**src/logic/cpu_consts.svh**
```systemverilog
`ifndef CPU_CONSTS_SVH
`define CPU_CONSTS_SVH

`define WORD_WIDTH 16
`define REG_COUNT  8
`define PROG_DEPTH 256
`define DATA_DEPTH 256

// Stack grows down from here
`define STACK_TOP  255

`endif

```
**src/logic/resultStage.sv**
```systemverilog
`include "cpu_consts.svh"

module resultStage (
   input  logic                   CLK,
   input  logic                   reset,
   input  logic [7:0]             memAddr,
   input  logic [`WORD_WIDTH-1:0] storeData,
   input  logic [`WORD_WIDTH-1:0] aluResult,
   input  logic [2:0]             resRd,
   input  logic                   resRegWrite,
   input  logic                   resMemRead,
   input  logic                   resMemWrite,
   input  logic                   resOut,
   output logic                   resWriteEnable,
   output logic [2:0]             resWriteAddr,
   output logic [`WORD_WIDTH-1:0] resWriteData,
   output logic                   outValid,
   output logic [`WORD_WIDTH-1:0] outData
);

   logic [`WORD_WIDTH-1:0] dataMem [`DATA_DEPTH];
   logic [`WORD_WIDTH-1:0] loadData;

   assign loadData = dataMem[memAddr];     // Asynchronous read

   always_ff @(posedge CLK) begin
      if (resMemWrite) begin
         dataMem[memAddr] <= storeData;
      end
   end

   assign resWriteEnable = resRegWrite;
   assign resWriteAddr   = resRd;
   assign resWriteData   = resMemRead ? loadData : aluResult;

   always_ff @(posedge CLK) begin
      if (reset) begin
         outValid <= 1'b0;
      end else begin
         outValid <= resOut;
      end
   end

   always_ff @(posedge CLK) begin
      if (resOut) begin
         outData <= aluResult;             // Holds last OUT value
      end
   end

endmodule

```
**config.mk**
```make
export PLATFORM = sky130hd
export DESIGN_NAME = resultStage
export DESIGN_NICKNAME = d
export VERILOG_FILES = /design/src/logic/resultStage.sv
export VERILOG_INCLUDE_DIRS = /design/src /design/src/logic
export SDC_FILE = /design/constraint.sdc
export NUM_CORES = 2
export LEC_CHECK = 0
export BUFFER_PORTS_ARGS = -buffer_cell sky130_fd_sc_hd__buf_2
export CORE_AREA = 2 2 633 635
export CTS_BUF_LIST = sky130_fd_sc_hd__clkbuf_8
export DETAILED_ROUTE_END_ITERATION = 16
export DIE_AREA = 0 0 635 637
export PLACE_DENSITY_LB_ADDON = 0.1
export SYNTH_ARGS = -nofsm -noshare
export SYNTH_HDL_FRONTEND = slang
export SYNTH_SLANG_ARGS = --single-unit
```
**constraint.sdc**
```tcl
create_clock -name CLK -period 9.4 [get_ports CLK]
set_input_delay 2.82 -clock CLK [delete_from_list [all_inputs] [get_ports CLK]]
set_output_delay 2.82 -clock CLK [all_outputs]
set_load 0.005 [all_outputs]
```
-- Yosys cells after proc, flatten, opt, wreduce, memory -nomap -nowiden
Memory sizes are Yosys's and may differ from the RTL's.
Cells that the tools add are included.
- bits in registers: 17
- bits in writable memories: 4096
- bits of input ports: 49
- word-level logic and storage cells: 6
- memories: 1
- multiplexer cells: 3
- memories (memory ; words ; width ; rd ports ; clocked after memory_dff ; wr ports ; line ; RTL):
    dataMem ; 256 ; 16 ; 1 ; 0 ; 1 ; resultStage.sv:21 ; logic [`WORD_WIDTH-1:0] dataMem [`DATA_DEPTH];
- operators by type and width (kind ; number):
    $mux 16 ; 1
    $mux 1 ; 2

-- Longest topological paths before layout
- word-level depth: 2
- depth in mapped cells: 13
- gate-level depth less buffers: 7

-- Least setup slack after synthesis
OpenSTA, ideal clock, no wires.
- kind: input -> output
- start: in memAddr[0]
- end: out resWriteData[5]
- arrival: 4.929 ns
- data required time: 6.580 ns
- setup slack: 1.651 ns
- stages on the path: 9
- buffers on the path: 4
- cells stage by stage: buf_6 buf_6 buf_6 buf_2 mux4_2 a221oi_1 a31oi_1 a2111oi_1 a31oi_1
- longest elaborated chain between the ends: 2
- ends and longest elaborated chain (item ; line ; RTL):
    start: declaration ; resultStage.sv:6 ; input logic [7:0] memAddr,
    $mem_v2 256x16 ; -- ;
    $mux 16 ; resultStage.sv:34 ; assign resWriteData = resMemRead ? loadData : aluResult;
    end: declaration ; resultStage.sv:16 ; output logic [`WORD_WIDTH-1:0] resWriteData,
No other way between the ends.

-- Worst setup path in the final report
- start: in memAddr[1]
- end: out resWriteData[8]
The elaborated chain is that of the path after synthesis.

==> results.sh <==
export IMPL_run_status="complete, no violations"
export IMPL_first_global_vias=80900
export IMPL_relSlewSlack=0.120
export IMPL_synth_area_leaders="edfxtp_1 78%, mux4_2 14%, mux2i_1 1.9%"
export IMPL_setup_viol=0
export IMPL_ys_ff_latch=4113
export IMPL_die_y_um=637
export IMPL_dp_hpwl_um=302000
export IMPL_ctsLongestPathBuffers=4
export IMPL_power_switching_mw=8.73
export IMPL_cts_root_buffer="clkbuf_8"
export IMPL_routed_wl_um=493000
export IMPL_p_sw_frac=0.236
export IMPL_combPwrFrac=0.060
export IMPL_syn_area_um2=159000
export IMPL_drt_iter0_markers=10100
export IMPL_num_rows=232
export IMPL_power_density_nw_per_um2=203
export IMPL_fin_crit_ps=9360
export IMPL_grt_overflow=0
export IMPL_postCtsSetupRepairBufs=0
export IMPL_crit_fanout=28
export IMPL_hold_class="primary input to register"
export IMPL_drive_gt1_frac=0.335
export IMPL_required_ps=6580
export IMPL_yosysMostFrequentCell="edfxtp_1"
export IMPL_max_freq_ghz=0.107
export IMPL_slew_violations=0
export IMPL_startpoint_type="primary input"
export IMPL_worst_setup_path_end_kind="primary output"
export IMPL_pwr_share_seq=0.547
export IMPL_nets=8048
export IMPL_cts_tree="done"
export IMPL_seq_area_frac_synth=0.779
export IMPL_io_buffers=77
export IMPL_avgViaCountPerCell=5.76
export IMPL_clock_power_share=0.394
export IMPL_syn_nets=7041
export IMPL_hold_violations=0
export IMPL_cts_num_sinks=4113
export IMPL_drc=0
export IMPL_synth_cell_type_count=68
export IMPL_crit_arrival_ps=6540
export IMPL_antenna_found_initial=36
export IMPL_fillers=33600
export IMPL_cap_violations=0
export IMPL_fp_dieW_um=635
export IMPL_rsz0062_at_grt="no"
export IMPL_utilization=0.459
export IMPL_gp_congestion=0.822
export IMPL_ant_nets=0
export IMPL_synth_top_area_cell="edfxtp_1"
export IMPL_peakVddDrop_mv=0.150
export IMPL_synthCells=6992
export IMPL_cts_reportedPaths_clkPinSlew_ps=60
export IMPL_area_delta_synth_final_pct=15.1
export IMPL_syn_area_per_cell_um2=22.7
export IMPL_htree_levels=6
export IMPL_grt_first_pass_wirelength_um=675000
export IMPL_initial_utilization=0.399
export IMPL_hold_ws_ps=1730
export IMPL_grtUsageTotal=0.241
export IMPL_leakage_nw=58.3
export IMPL_synthFlopType="edfxtp_1"
export IMPL_tns_ps=0
export IMPL_core_um2=398000
export IMPL_dieArea_um2=404000
export IMPL_pin_count=86
export IMPL_async_flop_share=0
export IMPL_cts_buffers=691
export IMPL_grt_max_degree=177
export IMPL_ys_top_cells_by_count="4112 x edfxtp_1, 1009 x mux4_2, 309 x mux2i_1"
export IMPL_synth_warning_count=0
export IMPL_hold_buffers=0
export IMPL_firstDrtPassIters=5
export IMPL_synth_edf_count=4112
export IMPL_internal_power_mw=28.3
export IMPL_vias=79600
export IMPL_path_class="primary input to primary output"
export IMPL_post_drt_wl_per_cell_um=35.7
export IMPL_synth_top_area_share=0.778
export IMPL_period_share=0.996
export IMPL_worstMarginPinSlew_ps=1320
[per-layer routing]
layer  wire, um  up-vias  track usage
li1           -    32000            -
met2     234000     3255        0.385
met1     209000    43700        0.341
met3      33400      730       0.0365
met5         75        -            0
met4      16800       12       0.0763
[final timing paths]
kind,from,to,slack [ps],cells past startpoint
max,memAddr[1],resWriteData[8],40,13
min,reset,outValid,1730,2
[layout by cell type, fill, tap and decap left out, types with 93 or more instances in the layout]
| cell type | Yosys | final |
|---|---|---|
| edfxtp_1 | 4112 | 4112 |
| buf_12 | 2 | 93 |
| clkbuf_8 | 0 | 706 |
| nor2_1 | 265 | 93 |
| nor2_2 | 0 | 150 |
| mux2i_1 | 309 | 308 |
| buf_4 | 95 | 559 |
| clkinv_1 | 0 | 179 |
| a22oi_1 | 110 | 109 |
| inv_1 | 3 | 241 |
| nand2_1 | 121 | 120 |
| mux4_2 | 1009 | 1009 |
[power by group through the flow]
stage	logic, mW	registers (mW)	clock network, mW
2_1_floorplan	0.990	20.6	0
3_3_place_gp	2.21	20.6	0
3_5_place_dp	2.23	20.6	0
4_1_cts	2.24	20.2	14.9
5_1_grt	2.29	20.2	15.7
6_report	2.21	20.2	14.6
[layout make-up]
| cell class | count | area [um^2] | share of cell area |
|---|---|---|---|
| Timing Repair Buffer | 728 | 6630 | 0.0363 |
| Antenna cell | 19 | 47.5 | 0.000260 |
| Clock inverter | 527 | 2650 | 0.0145 |
| Multi-Input combinational cell | 2461 | 33500 | 0.184 |
| Clock buffer | 705 | 9700 | 0.0531 |
| Tap cell | 5265 | 6590 | 0.0361 |
| Sequential cell | 4113 | 123000 | 0.676 |
| Inverter | 4 | 17.5 | 0.0000959 |
[cell families (layout without fill, tap and decap cells)]
| kind of cell | after synthesis | count (layout) | share of synthesized area |
|---|---|---|---|
| AO/OA/AOI/OAI | 494 | 494 | 0.0219 |
| buffers and inverters | 418 | 1964 | 0.0162 |
| flip-flops | 4113 | 4113 | 0.779 |
| multiplexers | 1371 | 1371 | 0.167 |
| other | 0 | 19 | 0 |
| AND/OR/NAND/NOR | 596 | 596 | 0.0169 |
[stage by stage]
step | cell area (um^2) | power [mW] | setup WS [ps] | cells
6_report | 183000 | 37.0 | 37.6 | 13800
5_1_grt | 183000 | 38.2 | 17.9 | 13800
4_1_cts | 183000 | 37.4 | 27.4 | 13800
3_5_place_dp | 170000 | 22.9 | -873 | 12600
3_3_place_gp | 170000 | 22.8 | -946 | 12600
2_1_floorplan | 159000 | 21.6 | 1650 | 6992
[what timing repair did]
item / CTS / global route
gates resized for setup: 15 / 3
setup endpoints to repair: 10 / 2
gates cloned: 0 / 0
[worst max-delay path, cell delays in order]
cell     delay (ps)
buf_12          340
buf_12          310
buf_12          250
buf_4           260
mux4_2          570
o22ai_1         430
nor4_1          120
o22ai_1         190
buf_4           160
or3_1           220
a41oi_2         370
buf_4           280
buf_2           120
[registers in the layout, indices dropped and copies added (netlist names)]
register	cells
outData	16
outValid	1
dataMem	4096
No activity file was read; power rests on OpenSTA's default activity.
