[src/logic/cpu_consts.svh]
`ifndef CPU_CONSTS_SVH
`define CPU_CONSTS_SVH

`define WORD_WIDTH 16
`define REG_COUNT  8
`define PROG_DEPTH 256
`define DATA_DEPTH 256

// Stack grows down from here
`define STACK_TOP  255

`endif

[src/logic/cpuPkg.sv]
package cpuPkg;

   typedef enum logic [3:0] {
      ADD  = 4'h0,
      SUB  = 4'h1,
      AND  = 4'h2,
      OR   = 4'h3,
      XOR  = 4'h4,
      SHL  = 4'h5,
      SHR  = 4'h6,
      LDI  = 4'h7,
      LD   = 4'h8,
      ST   = 4'h9,
      PUSH = 4'hA,
      POP  = 4'hB,
      BR   = 4'hC,
      OUT  = 4'hD,
      HALT = 4'hE,
      NOP  = 4'hF
   } opcodeT;

   typedef enum logic [1:0] {
      ALWAYS   = 2'd0,
      ZERO     = 2'd1,
      NOTZERO  = 2'd2,
      NEGATIVE = 2'd3
   } condT;

   typedef struct packed {
      opcodeT     opcode;
      logic [2:0] rd;
      logic [2:0] ra;
      logic [2:0] rb;
      logic [2:0] spare;
   } regFormT;

   typedef struct packed {
      opcodeT     opcode;
      logic [2:0] rd;   // BR keeps its condition here
      logic [8:0] imm;  // BR target in the low byte
   } immFormT;

   typedef union packed {
      regFormT regForm;
      immFormT immForm;
   } instrWord;

endpackage

[src/logic/decodeRegister.sv]
module decodeRegister import cpuPkg::*; (
   input  logic       CLK,
   input  logic       reset,
   input  logic       flush,
   input  opcodeT     opcode,
   input  logic [2:0] rd,
   input  logic [2:0] ra,
   input  logic [2:0] rb,
   input  logic [8:0] imm,
   input  condT       cond,
   input  logic       regWrite,
   input  logic       memRead,
   input  logic       memWrite,
   input  logic       spInc,
   input  logic       spDec,
   input  logic       isBranch,
   input  logic       isOut,
   input  logic       isHalt,
   output opcodeT     opcodeQ,
   output logic [2:0] rdQ,
   output logic [2:0] raQ,
   output logic [2:0] rbQ,
   output logic [8:0] immQ,
   output condT       condQ,
   output logic       regWriteQ,
   output logic       memReadQ,
   output logic       memWriteQ,
   output logic       spIncQ,
   output logic       spDecQ,
   output logic       isBranchQ,
   output logic       isOutQ,
   output logic       isHaltQ
);

   always_ff @(posedge CLK) begin
      if (reset || flush) begin
         opcodeQ   <= NOP;          // Bubble
         regWriteQ <= 1'b0;
         memReadQ  <= 1'b0;
         memWriteQ <= 1'b0;
         spIncQ    <= 1'b0;
         spDecQ    <= 1'b0;
         isBranchQ <= 1'b0;
         isOutQ    <= 1'b0;
         isHaltQ   <= 1'b0;
      end else begin
         opcodeQ   <= opcode;
         regWriteQ <= regWrite;
         memReadQ  <= memRead;
         memWriteQ <= memWrite;
         spIncQ    <= spInc;
         spDecQ    <= spDec;
         isBranchQ <= isBranch;
         isOutQ    <= isOut;
         isHaltQ   <= isHalt;
      end
   end

   // Operand fields follow the decoder
   always_ff @(posedge CLK) begin
      rdQ   <= rd;
      raQ   <= ra;
      rbQ   <= rb;
      immQ  <= imm;
      condQ <= cond;
   end

endmodule

[config.mk]
export PLATFORM = sky130hd
export DESIGN_NAME = decodeRegister
export DESIGN_NICKNAME = d
export VERILOG_FILES = /design/src/logic/cpu_consts.svh /design/src/logic/cpuPkg.sv /design/src/logic/decodeRegister.sv
export SDC_FILE = /design/constraint.sdc
export NUM_CORES = 1
export LEC_CHECK = 0
export BUFFER_PORTS_ARGS = -buffer_cell sky130_fd_sc_hd__buf_2
export CORE_MARGIN = 3
export CORE_UTILIZATION = 37
export CTS_BUF_LIST = sky130_fd_sc_hd__clkbuf_16
export DETAILED_ROUTE_END_ITERATION = 8
export HOLD_SLACK_MARGIN = 0.1
export PLACE_DENSITY = 0.87
export SLEW_MARGIN = 30
export SYNTH_ARGS = -nofsm -noshare
export SYNTH_HDL_FRONTEND = slang
export SYNTH_SLANG_ARGS = --single-unit
[constraint.sdc]
create_clock -name CLK -period 1.6 [get_ports CLK]
set_input_delay 0.16 -clock CLK [delete_from_list [all_inputs] [get_ports CLK]]
set_output_delay 0.16 -clock CLK [all_outputs]
set_load 0.05 [all_outputs]
# Word level (Yosys, flattened, before mapping)
# Index checks and enable logic that the tools add are counted.
# W data, S select, Z words.
dict set report word_totals {
  reg_bits 32
  output_inout_bits 32
  word_cells 15
}
dict set report classes {
  reduce_logical 1
}
# operator count
set op_table {}
lappend op_table {{$logic_or A1 B1 Y1} 1}

# Depth between registers and ports, before layout
dict set report depth {
  word_depth 1
  ltp_mapped 2
}

# Worst setup path after synthesis
# OpenSTA, ideal clock, no wires.
dict set report synth_timing {
  path_kind {input-to-reg}
  start {input reset}
  end {register opcodeQ[1]}
  setup_time_ns 0.127
  t_arrival_ns 0.628
  required_time_ns 1.473
  slack_ns 0.845
  stages 2
  path_cell_list {buf_2 > or3_1}
}
dict set report synth_via {
  elab_chain_cells 1
}
# item line
set synth_rtl {}
lappend synth_rtl {{from (decl)} decodeRegister.sv:3} ;# input logic reset,
lappend synth_rtl {{$logic_or A1 B1 Y1} decodeRegister.sv:36} ;# if (reset || flush) begin
lappend synth_rtl {{to (signal assigned)} decodeRegister.sv:47} ;# opcodeQ <= opcode;
lappend synth_rtl {{to (decl)} decodeRegister.sv:19} ;# output opcodeT opcodeQ,
# No other way between the ends.
# A chain may end at the register's enable or synchronous reset.

# Worst setup path in the final report
dict set report layout_timing {
  start {input opcode[0]}
  end {register opcodeQ[0]}
}
# item line
set layout_lines {}
lappend layout_lines {{from (decl)} decodeRegister.sv:5} ;# input opcodeT opcode,
# No word-level cell between the ends.

==> flow_metrics.py <==
metrics = {
    "run_status": {
        "status": "complete, no violations",
    },
    "placed_design": {
        "numPortBuffers": 66,
        "gp_congestion": 0.667,
        "hpwlAfterDp_mm": 1.29,
    },
    "timing": {
        "hold_viol_final": 0,
        "rsz0062_at_grt": "no",
        "maxSlewHeadroom_pct": 82.9,
        "period_share_pct": 67.4,
        "setup-violations-final": 0,
        "fmax_ghz": 0.927,
        "final-max-slew-violation-count": 0,
        "post-route-min-period_ps": 1080,
        "worst_pin_slew_ps": 259,
        "setup_tns_ps": 0,
        "hold_slack_ps": 158,
    },
    "routing": {
        "drc_errors": 0,
        "avgRoutedWirePerCell_um": 12.0,
        "routed_wl_mm": 1.99,
        "first_pass_iters": 4,
        "final_antenna_net_count": 0,
        "wl_met1_um": 629,
        "drt-vias-per-instance": 4.12,
        "met3_length_um": 189,
        "route.met2.wl_mm": 1.16,
        "drt_iter0_drc": 6,
        "vias": 684,
        "dr.max_layer_used": "met4",
    },
    "critical_path": {
        "critPathKind": "in2reg",
        "endpoint_kind": "flop",
        "cp.arrival_ps": 1210,
        "worstPathMaxFanout": 1,
        "cp-start-kind": "input pin",
        "crit_required_ps": 1740,
    },
    "min_path": {
        "holdPathStages": 2,
        "hp-class": "in2reg",
    },
    "logic_synthesis": {
        "synth_cell_types": 6,
        "ys_top_cells_by_area": "dfxtp_1 86%, nor3b_1 8.1%, or3_2 2.0%",
        "synth_warnings": 0,
        "synth_nets": 81,
        "ys_ff_latch": 32,
        "yosysTopAreaCell": "dfxtp_1",
        "syn_avg_cell_area_um2": 16.2,
        "syn_inst": 46,
        "netlist_area_um2": 744,
        "seq_area_frac_synth_pct": 86.1,
        "netlist.area_leader.share_pct": 86.1,
    },
    "floorplan": {
        "die_area_mm2": 0.00259,
        "rows": 15,
        "io_pins": 67,
        "core_mm2": 0.00182,
        "start_util_pct": 40.9,
        "die_height_um": 50.9,
        "die_w_um": 50.9,
    },
    "finish": {
        "areaGrowthSynthToFinish_pct": 96.6,
        "fin_nets": 176,
        "drive_gt1_share_pct": 52.5,
        "n_antenna_cell": 0,
        "utilization_pct": 80.4,
    },
    "global_routing": {
        "antenna_found_initial": 0,
        "grt_max_degree": 13,
        "grt_pass1_wl_mm": 3.33,
        "grt-ovfl-total": 0,
        "global_route.usage.total_pct": 18.6,
        "grt_pass1_vias": 757,
    },
    "clock_network": {
        "clk_pin_slew_ps": 50,
        "htreeDepth": 2,
        "postCtsSetupRepairBufs": 0,
        "numCtsBuffers": 5,
        "cts-root-buf": "clkbuf_16",
        "cts_tree": "built",
        "cts_resized": 0,
        "ctsHoldBuffers": 24,
        "cts_sinks": 32,
        "clockBufferDepth": 2,
    },
    "pwr": {
        "p_leak_nw": 0.719,
        "ir_drop_uv": 929,
        "power_density_mw_per_mm2": 1330,
        "finalPower_w": 0.00195,
    },
    "run": {
        "maxCapViolCount": 0,
    },
}
==> layer usage <==
layer	vias up	global-route usage, %
met5	-	0
met4	0	6.73
met3	2	10.2
met2	41	36.3
met1	305	15.1
li1	336	-
==> power breakdown <==
group	leakage, nW	switching (W)	internal [W]
clock network	0.0709	0.000272	0.000554
logic	0.381	0.000179	0.0000997
registers	0.267	0.00000820	0.000838
total	0.719	0.000459	0.00149
==> critical path, cell delays in order <==
cell and delay (ps):
dlygate4sd3_1 530, buf_2 110, or3_2 410
==> layout make-up <==
| class | count | area (um^2) |
|---|---|---|
| Tap cell | 25 | 31.3 |
| Multi-Input combinational cell | 12 | 87.6 |
| Clock inverter | 2 | 8.76 |
| Fill cell | 113 | 357 |
| Clock buffer | 5 | 125 |
| Timing Repair Buffer | 90 | 571 |
| Sequential cell | 32 | 641 |
==> through the flow <==
stage	setup WS (ps)	instances	instance area (um^2)
final	522	166	1460
after global routing	506	166	1460
after CTS	524	166	1460
after detailed placement	646	135	1090
after global placement	692	135	1090
after floorplan	845	46	744
==> sequential cells by signal, indices dropped and copies added, names as in the netlist <==
name	flops
immQ	9
opcodeQ	4
raQ	3
rbQ	3
rdQ	3
condQ	2
isBranchQ	1
isHaltQ	1
isOutQ	1
memReadQ	1
memWriteQ	1
regWriteQ	1
spDecQ	1
spIncQ	1
==> path summary, 6_finish.rpt <==
check	from	to	slack, ps
worst min-delay path	isOut	isOutQ	160
worst max-delay path	opcode[0]	opcodeQ[0]	520
==> Yosys cell counts <==
cell type   n
dfxtp_1    32
nor3b_1     8
buf_6       1
or3_2       2
or3_1       2
buf_2       1
==> cell usage in the layout, fill, tap and decap left out <==
master / count
clkbuf_16: 5
inv_1: 1
dfxtp_1: 32
clkinv_2: 1
or3_1: 2
or3_2: 2
dlygate4sd3_1: 24
nor3b_1: 8
buf_2: 66
==> kinds of logic (layout without fill, tap and decap cells) <==
kind of cell	after synthesis	after routing	synth area share, %
buf+inv	2	97	2.18
flops	32	32	86.0
simple gates	12	12	11.8
Power figures use the tool's default switching activity.
