## src/logic/cpu_consts.svh

```systemverilog
`ifndef CPU_CONSTS_SVH
`define CPU_CONSTS_SVH

`define WORD_WIDTH 16
`define REG_COUNT  8
`define PROG_DEPTH 256
`define DATA_DEPTH 256

// Stack grows down from here
`define STACK_TOP  255

`endif

```

## src/logic/cpuPkg.sv

```systemverilog
package cpuPkg;

   typedef enum logic [3:0] {
      ADD  = 4'h0,
      SUB  = 4'h1,
      AND  = 4'h2,
      OR   = 4'h3,
      XOR  = 4'h4,
      SHL  = 4'h5,
      SHR  = 4'h6,
      LDI  = 4'h7,
      LD   = 4'h8,
      ST   = 4'h9,
      PUSH = 4'hA,
      POP  = 4'hB,
      BR   = 4'hC,
      OUT  = 4'hD,
      HALT = 4'hE,
      NOP  = 4'hF
   } opcodeT;

   typedef enum logic [1:0] {
      ALWAYS   = 2'd0,
      ZERO     = 2'd1,
      NOTZERO  = 2'd2,
      NEGATIVE = 2'd3
   } condT;

   typedef struct packed {
      opcodeT     opcode;
      logic [2:0] rd;
      logic [2:0] ra;
      logic [2:0] rb;
      logic [2:0] spare;
   } regFormT;

   typedef struct packed {
      opcodeT     opcode;
      logic [2:0] rd;   // BR keeps its condition here
      logic [8:0] imm;  // BR target in the low byte
   } immFormT;

   typedef union packed {
      regFormT regForm;
      immFormT immForm;
   } instrWord;

endpackage

```

## src/logic/decodeStage.sv

```systemverilog
`include "cpu_consts.svh"

module decodeStage import cpuPkg::*; (
   input  logic                   CLK,
   input  logic                   reset,
   input  logic                   run,
   input  logic                   progWrite,
   input  logic [7:0]             progAddr,
   input  logic [`WORD_WIDTH-1:0] progData,
   input  logic                   pcLoad,
   input  logic [7:0]             pcTarget,
   input  logic                   halted,
   output opcodeT                 opcode,
   output logic [2:0]             rd,
   output logic [2:0]             ra,
   output logic [2:0]             rb,
   output logic [8:0]             imm,
   output condT                   cond,
   output logic                   regWrite,
   output logic                   memRead,
   output logic                   memWrite,
   output logic                   spInc,
   output logic                   spDec,
   output logic                   isBranch,
   output logic                   isOut,
   output logic                   isHalt
);

   logic [`WORD_WIDTH-1:0] progMem [`PROG_DEPTH];
   logic [7:0]             pc;
   instrWord               word;
   logic                   active;

   always_ff @(posedge CLK) begin
      if (progWrite && !run) begin
         progMem[progAddr] <= progData;
      end
   end

   always_ff @(posedge CLK) begin
      if (reset || !run) begin
         pc <= '0;                 // Fetch restarts at 0 when run rises
      end else if (pcLoad) begin
         pc <= pcTarget;
      end else if (!halted) begin
         pc <= pc + 8'd1;
      end
   end

   assign word   = progMem[pc];
   assign active = run && !halted;

   always_comb begin
      opcode   = NOP;
      rd       = '0;
      ra       = '0;
      rb       = '0;
      imm      = '0;
      cond     = ALWAYS;
      regWrite = 1'b0;
      memRead  = 1'b0;
      memWrite = 1'b0;
      spInc    = 1'b0;
      spDec    = 1'b0;
      isBranch = 1'b0;
      isOut    = 1'b0;
      isHalt   = 1'b0;
      if (active) begin
         opcode = word.regForm.opcode;
         case (word.regForm.opcode)
            ADD, SUB, AND, OR, XOR, SHL, SHR: begin
               rd       = word.regForm.rd;
               ra       = word.regForm.ra;
               rb       = word.regForm.rb;
               regWrite = 1'b1;
            end
            LDI: begin
               rd       = word.immForm.rd;
               imm      = word.immForm.imm;
               regWrite = 1'b1;
            end
            LD: begin
               rd       = word.regForm.rd;
               ra       = word.regForm.ra;   // Address register
               regWrite = 1'b1;
               memRead  = 1'b1;
            end
            ST: begin
               ra       = word.regForm.ra;
               rb       = word.regForm.rb;   // Data register
               memWrite = 1'b1;
            end
            PUSH: begin
               ra       = word.regForm.ra;
               memWrite = 1'b1;
               spDec    = 1'b1;
            end
            POP: begin
               rd       = word.regForm.rd;
               regWrite = 1'b1;
               memRead  = 1'b1;
               spInc    = 1'b1;
            end
            BR: begin
               cond     = condT'(word.immForm.rd[1:0]);
               imm      = word.immForm.imm;
               isBranch = 1'b1;
            end
            OUT: begin
               ra       = word.regForm.ra;
               isOut    = 1'b1;
            end
            HALT: isHalt = 1'b1;
            default: ;
         endcase
      end
   end

endmodule

```

## config.mk

```make
export PLATFORM = sky130hd
export DESIGN_NAME = decodeStage
export DESIGN_NICKNAME = d
export VERILOG_FILES = /design/src/logic/cpuPkg.sv /design/src/logic/decodeStage.sv
export VERILOG_INCLUDE_DIRS = /design/src /design/src/logic
export SDC_FILE = /design/constraint.sdc
export NUM_CORES = 2
export LEC_CHECK = 0
export BUFFER_PORTS_ARGS = -buffer_cell sky130_fd_sc_hd__buf_4
export CORE_AREA = 3 3 555 557
export CTS_CLUSTER_DIAMETER = 200
export CTS_CLUSTER_SIZE = 28
export DETAILED_ROUTE_END_ITERATION = 10
export DIE_AREA = 0 0 558 560
export HOLD_SLACK_MARGIN = 0.06
export PLACE_DENSITY = 0.7
export SETUP_SLACK_MARGIN = 0.2
export SYNTH_ARGS = -nofsm -noshare
export SYNTH_HDL_FRONTEND = slang
export SYNTH_SLANG_ARGS = --single-unit
```

## constraint.sdc

```tcl
create_clock -name CLK -period 4.5 [get_ports CLK]
set_input_delay 0.225 -clock CLK [delete_from_list [all_inputs] [get_ports CLK]]
set_output_delay 0.225 -clock CLK [all_outputs]
set_load 0.01 [all_outputs]
```

# Word-level counts from Yosys, hierarchy flattened
# Memories as Yosys holds them, arrays and structs flattened. A register that Yosys moved wholly into a read port is not among the register bits.
# Index checks and enable logic that the tools add are counted.
# Widths: inputs -> output; s select.
totals:
  ff_bits: 8
  ram_bits: 4096
  input_bits: 38
  mem_count: 1
memory_table:
  columns: ["name", "depth", "width", "rd", "rd_clocked_by_memory_dff", "wr", "line_no", "source"]
  rows:
  - ["progMem", 256, 16, 1, 1, 1, "decodeStage.sv:29", "logic [`WORD_WIDTH-1:0] progMem [`PROG_DEPTH];"]
classes:
  add_sub_neg: 1
  n_eq_ne: 15
  muxes: 33
  n_reduce_logical: 12
ops:
  columns: ["cell", "count"]
  rows:
  - ["$mux 8", 4]
  - ["$eq 4x4->1 const B", 7]
  - ["$mux 1", 18]
  - ["$mux 3", 6]
  - ["$mux 9", 2]
  - ["$eq 4x3->1 const B", 4]
  - ["$reduce_or 11->1", 1]
  - ["$reduce_or 10->1", 1]
  - ["$add 8x1->8 const B", 1]
  - ["$eq 4x2->1 const B", 2]
  - ["$reduce_or 8->1", 1]
  - ["$reduce_or 2->1", 3]
  - ["$eq 4x1->1 const B", 1]
  - ["$logic_not 4->1", 1]
  - ["$mux 2", 2]
  - ["$mux 4", 1]
  - ["$logic_and 1x1->1", 2]
  - ["$logic_not 1->1", 2]
  - ["$ne 2x2->1 const B", 1]
  - ["$logic_or 1x1->1", 1]

# Longest topological paths before layout
logic_depth:
  depth_word: 5
  ltp_mapped: 17

# Least setup slack after synthesis
# Ideal clock, no wire load.
synth_timing:
  kind: "register to output"
  start: "reg with a tool-made name"
  end: "out rb[2]"
  arrival_ns: 3.386
  path_slack_ns: 0.889
  path_stages_with_launch: 18
  path_buffers: 9
  cell_sequence: "dfxtp_1 -> buf_6 -> buf_12 -> buf_12 -> buf_12 -> buf_6 -> buf_6 -> buf_6 -> buf_2 -> buf_2 -> mux4_2 -> a22oi_1 -> a21oi_1 -> nor2_1 -> a21oi_1 -> o41a_1 -> o211ai_1 -> o21ai_1"
synth_rtl:
  columns: ["item", "line_no", "source"]
  rows:
  - ["end: declaration", "decodeStage.sv:16", "output logic [2:0] rb,"]

==> results.toml <==
[power]
vdd_drop_max_uv = 373
p_per_area_nw_per_um2 = 365
finalPower_uw = 64500
leakage_uw = 0.0533

[global_routing]
grt_pass1_vias = 77200
grt.total_usage = 0.287
antenna_found_initial = 25
overflow = 0
grt_pass1_wl_mm = 622
grt_max_degree = 146

[timing]
timing.final.ws_setup_ns = -0.543
skew_ns = 0.0279
hold_viol_final = 0
setup_viol = 31
maxSlewHeadroom = 0.190
layout_min_cycle_time_ns = 5.04
timing.final.crit_share = 1.12
clock.fmax_ghz = 0.198
rsz0062_at_grt = "true"
worst_pin_slew_ns = 1.21
slew_violations = 0

[cells_and_area]
final_cell_mix = "edfxtp_1, mux4_2, buf_4"
syn2layout_area_growth_pct = 12.0
drive_gt1_frac = 0.331
fillerInstances = 20900
regArea_sq_um = 123000
final_cell_count_no_fill = 11600
final_nets = 7598
multi_input_area_sq_um = 33800
layout_commonest_cell = "edfxtp_1"

[yosys]
yosysUniqueCellTypes = 71
netlist_instances = 6830
yosys_warnings = 0
synth.avg_cell_area_sq_um = 23.1
syn-cell-area_sq_um = 158000
yosysSeqAreaShare = 0.782
synth_area_leaders = "edfxtp_1, mux4_2, nor2_1"
ys.flop_type = "edfxtp_1"
yosysTopAreaCell = "edfxtp_1"
syn_nets = 6869
synth_edf_count = 4096
ys_ff_latch = 4112
synth_top_area_frac = 0.780
ys_async_sr_fraction = 0

[clock_network]
root_buffer = "clkbuf_16"
clockBufferDepth = 4
clkTransAtPathRegs_ns = 0.11
numCtsBuffers = 172
cts_tree = "done"
cts-htree-levels = 4
clock-sinks = 4112
clkLatencyLatePin_ns = 0.94

[placement]
gp_congestion = 0.964
dp_hpwl_mm = 281
dpl_worst_slack_ns = -0.551
numPortBuffers = 69
dpl.cell_count = 11200

[outcome]
status = "complete, but fails checks"
violations = "setup timing"

[floorplan]
die_w_microns = 558
start_util = 0.521
dieArea_sq_um = 312000
num_io_pins = 70
die_h_microns = 560
num_rows = 202
coreArea_sq_um = 303000

[worst_setup_path]
worstPathArrival_ns = 4.82
end_kind = "output port"
cpMostUsedCell = "buf_12"
r2r_slack_ns = 1.80
critPathKind = "reg -> out"
critPathSlowestCell = "or4_4"
path_buf_inv = 6
critPathRequiredTime_ns = 4.28
cpPeakStageDelay_ns = 0.60
critPathCapture = "imm[6]"
path_max_fanout = 9
r2r-start = "pc[0]$_SDFFE_PP0N_"
path_cells = "buf_12, buf_16, buf_12, mux4_2, a22oi_2, a21oi_2, nor4_2, buf_4, nor3_4, a2111o_1, or4_4, buf_12, a21oi_4, buf_6"
r2r_cells = 9
cp-start-kind = "flip-flop"
crit_cells = 14
critical_path.top_delay_family = "buffers and inverters"

[detailed_routing]
drt_iter0_markers = 13900
firstDrtPassIters = 9
vias = 79600
wirelength_mm = 450
via_per_inst = 6.87
drc = 0
antenna_left = 0
routedWlPerCell_microns = 38.8

[run]
timing.max_cap.violations = 0

[hold_path]
hp-class = "in -> reg"
sequential cells by signal (all words and copies together) (netlist names), named ones only:
register	count
progMem	4096
pc	8
Yosys cell counts, types with 3 or more instances:
cell type	instances
edfxtp_1	4096
mux4_2	1129
nor2_1	329
clkbuf_1	158
a22oi_1	154
buf_2	136
a21oi_1	113
nand2_1	100
mux2i_1	66
buf_4	51
nand3_1	47
buf_1	42
o22ai_1	37
a22o_1	34
a221oi_1	33
o21ai_0	30
nor2b_1	29
mux2_2	24
nor3_1	23
dfxtp_1	16
nand4_1	14
nand2b_1	11
buf_6	9
o21ai_1	9
a2111oi_0	8
nor4_1	8
o211ai_1	8
and3_1	7
inv_1	7
a211oi_1	6
o221ai_1	6
a31oi_1	5
a41oi_1	5
or2_2	5
or3_1	5
o2111ai_1	4
o311ai_0	4
o31ai_1	4
xnor2_1	4
a21boi_0	3
a32oi_1	3
and2_1	3
and4_1	3
buf_12	3
o41a_1	3
stage by stage:
stage	hold slack (ns)	utilization	TNS [ns]	instance area (sq um)
6_report	0.0398	0.583	-13.06	177000
5_1_grt	0.0861	0.583	-14.75	177000
4_1_cts	0.0657	0.581	-10.64	176000
3_5_place_dp	0.573	0.555	-5.25	168000
3_3_place_gp	0.548	0.555	-5.18	168000
2_1_floorplan	0.324	-	0	158000
timing repair:
item | CTS | global route
setup endpoints to repair | 32 | 32
buffers inserted | 86 | 17
gates resized for setup | 299 | 95
gates cloned | 17 | 4
pin swaps | 53 | 24
endpoints found under the hold margin | 382 | 0
hold buffers | 32 | 0
metal layers:
| metal | GRT usage | part of all wire |
|---|---|---|
| met1 | 0.391 | 0.35 |
| met2 | 0.436 | 0.47 |
| met3 | 0.0654 | 0.12 |
| met4 | 0.151 | 0.062 |
| met5 | 0 | 0.000033 |
logic make-up (layout without fill, tap and decap cells):
kind of cell / after synthesis / count (layout) / synth area share
AO/OA/AOI/OAI: 491 / 491 / 0.0217
XOR/XNOR: 6 / 6 / 0.000333
adder cells (fa/ha/maj): 1 / 1 / 0.0000793
buffers and inverters: 408 / 1187 / 0.0127
flip-flops: 4112 / 4112 / 0.782
multiplexers: 1219 / 1219 / 0.167
other: 0 / 13 / 0
AND/OR/NAND/NOR: 593 / 593 / 0.0163
report_power, final:
part           switching [uW]  total [uW]  internal (uW)
sequential               25.6       42100          42100
combinational            2490        4040           1550
clock                   11100       18300           7250
final cells by class:
| type | count | share of cell area |
|---|---|---|
| flip-flops and latches | 4112 | 0.698 |
| multi-input cells | 2310 | 0.191 |
| repair buffers | 954 | 0.0558 |
| well taps | 3978 | 0.0282 |
| clock buffers | 218 | 0.0257 |
| clock inverters | 6 | 0.000566 |
| inverters | 9 | 0.000262 |
| diodes | 13 | 0.000184 |
worst min-delay path by stage:
stage | start | end | cells after the start
floorplan | progData[0] | progMem[0][0]$_DFFE_PP_ | 0
global placement | pcTarget[6] | flip-flop | 3
detailed placement | pcTarget[6] | flip-flop | 3
CTS | progData[5] | progMem[44][5]$_DFFE_PP_ | 1
global route | progData[5] | progMem[38][5]$_DFFE_PP_ | 1
finish | progData[5] | progMem[42][5]$_DFFE_PP_ | 1
Power figures use the tool's default switching activity.
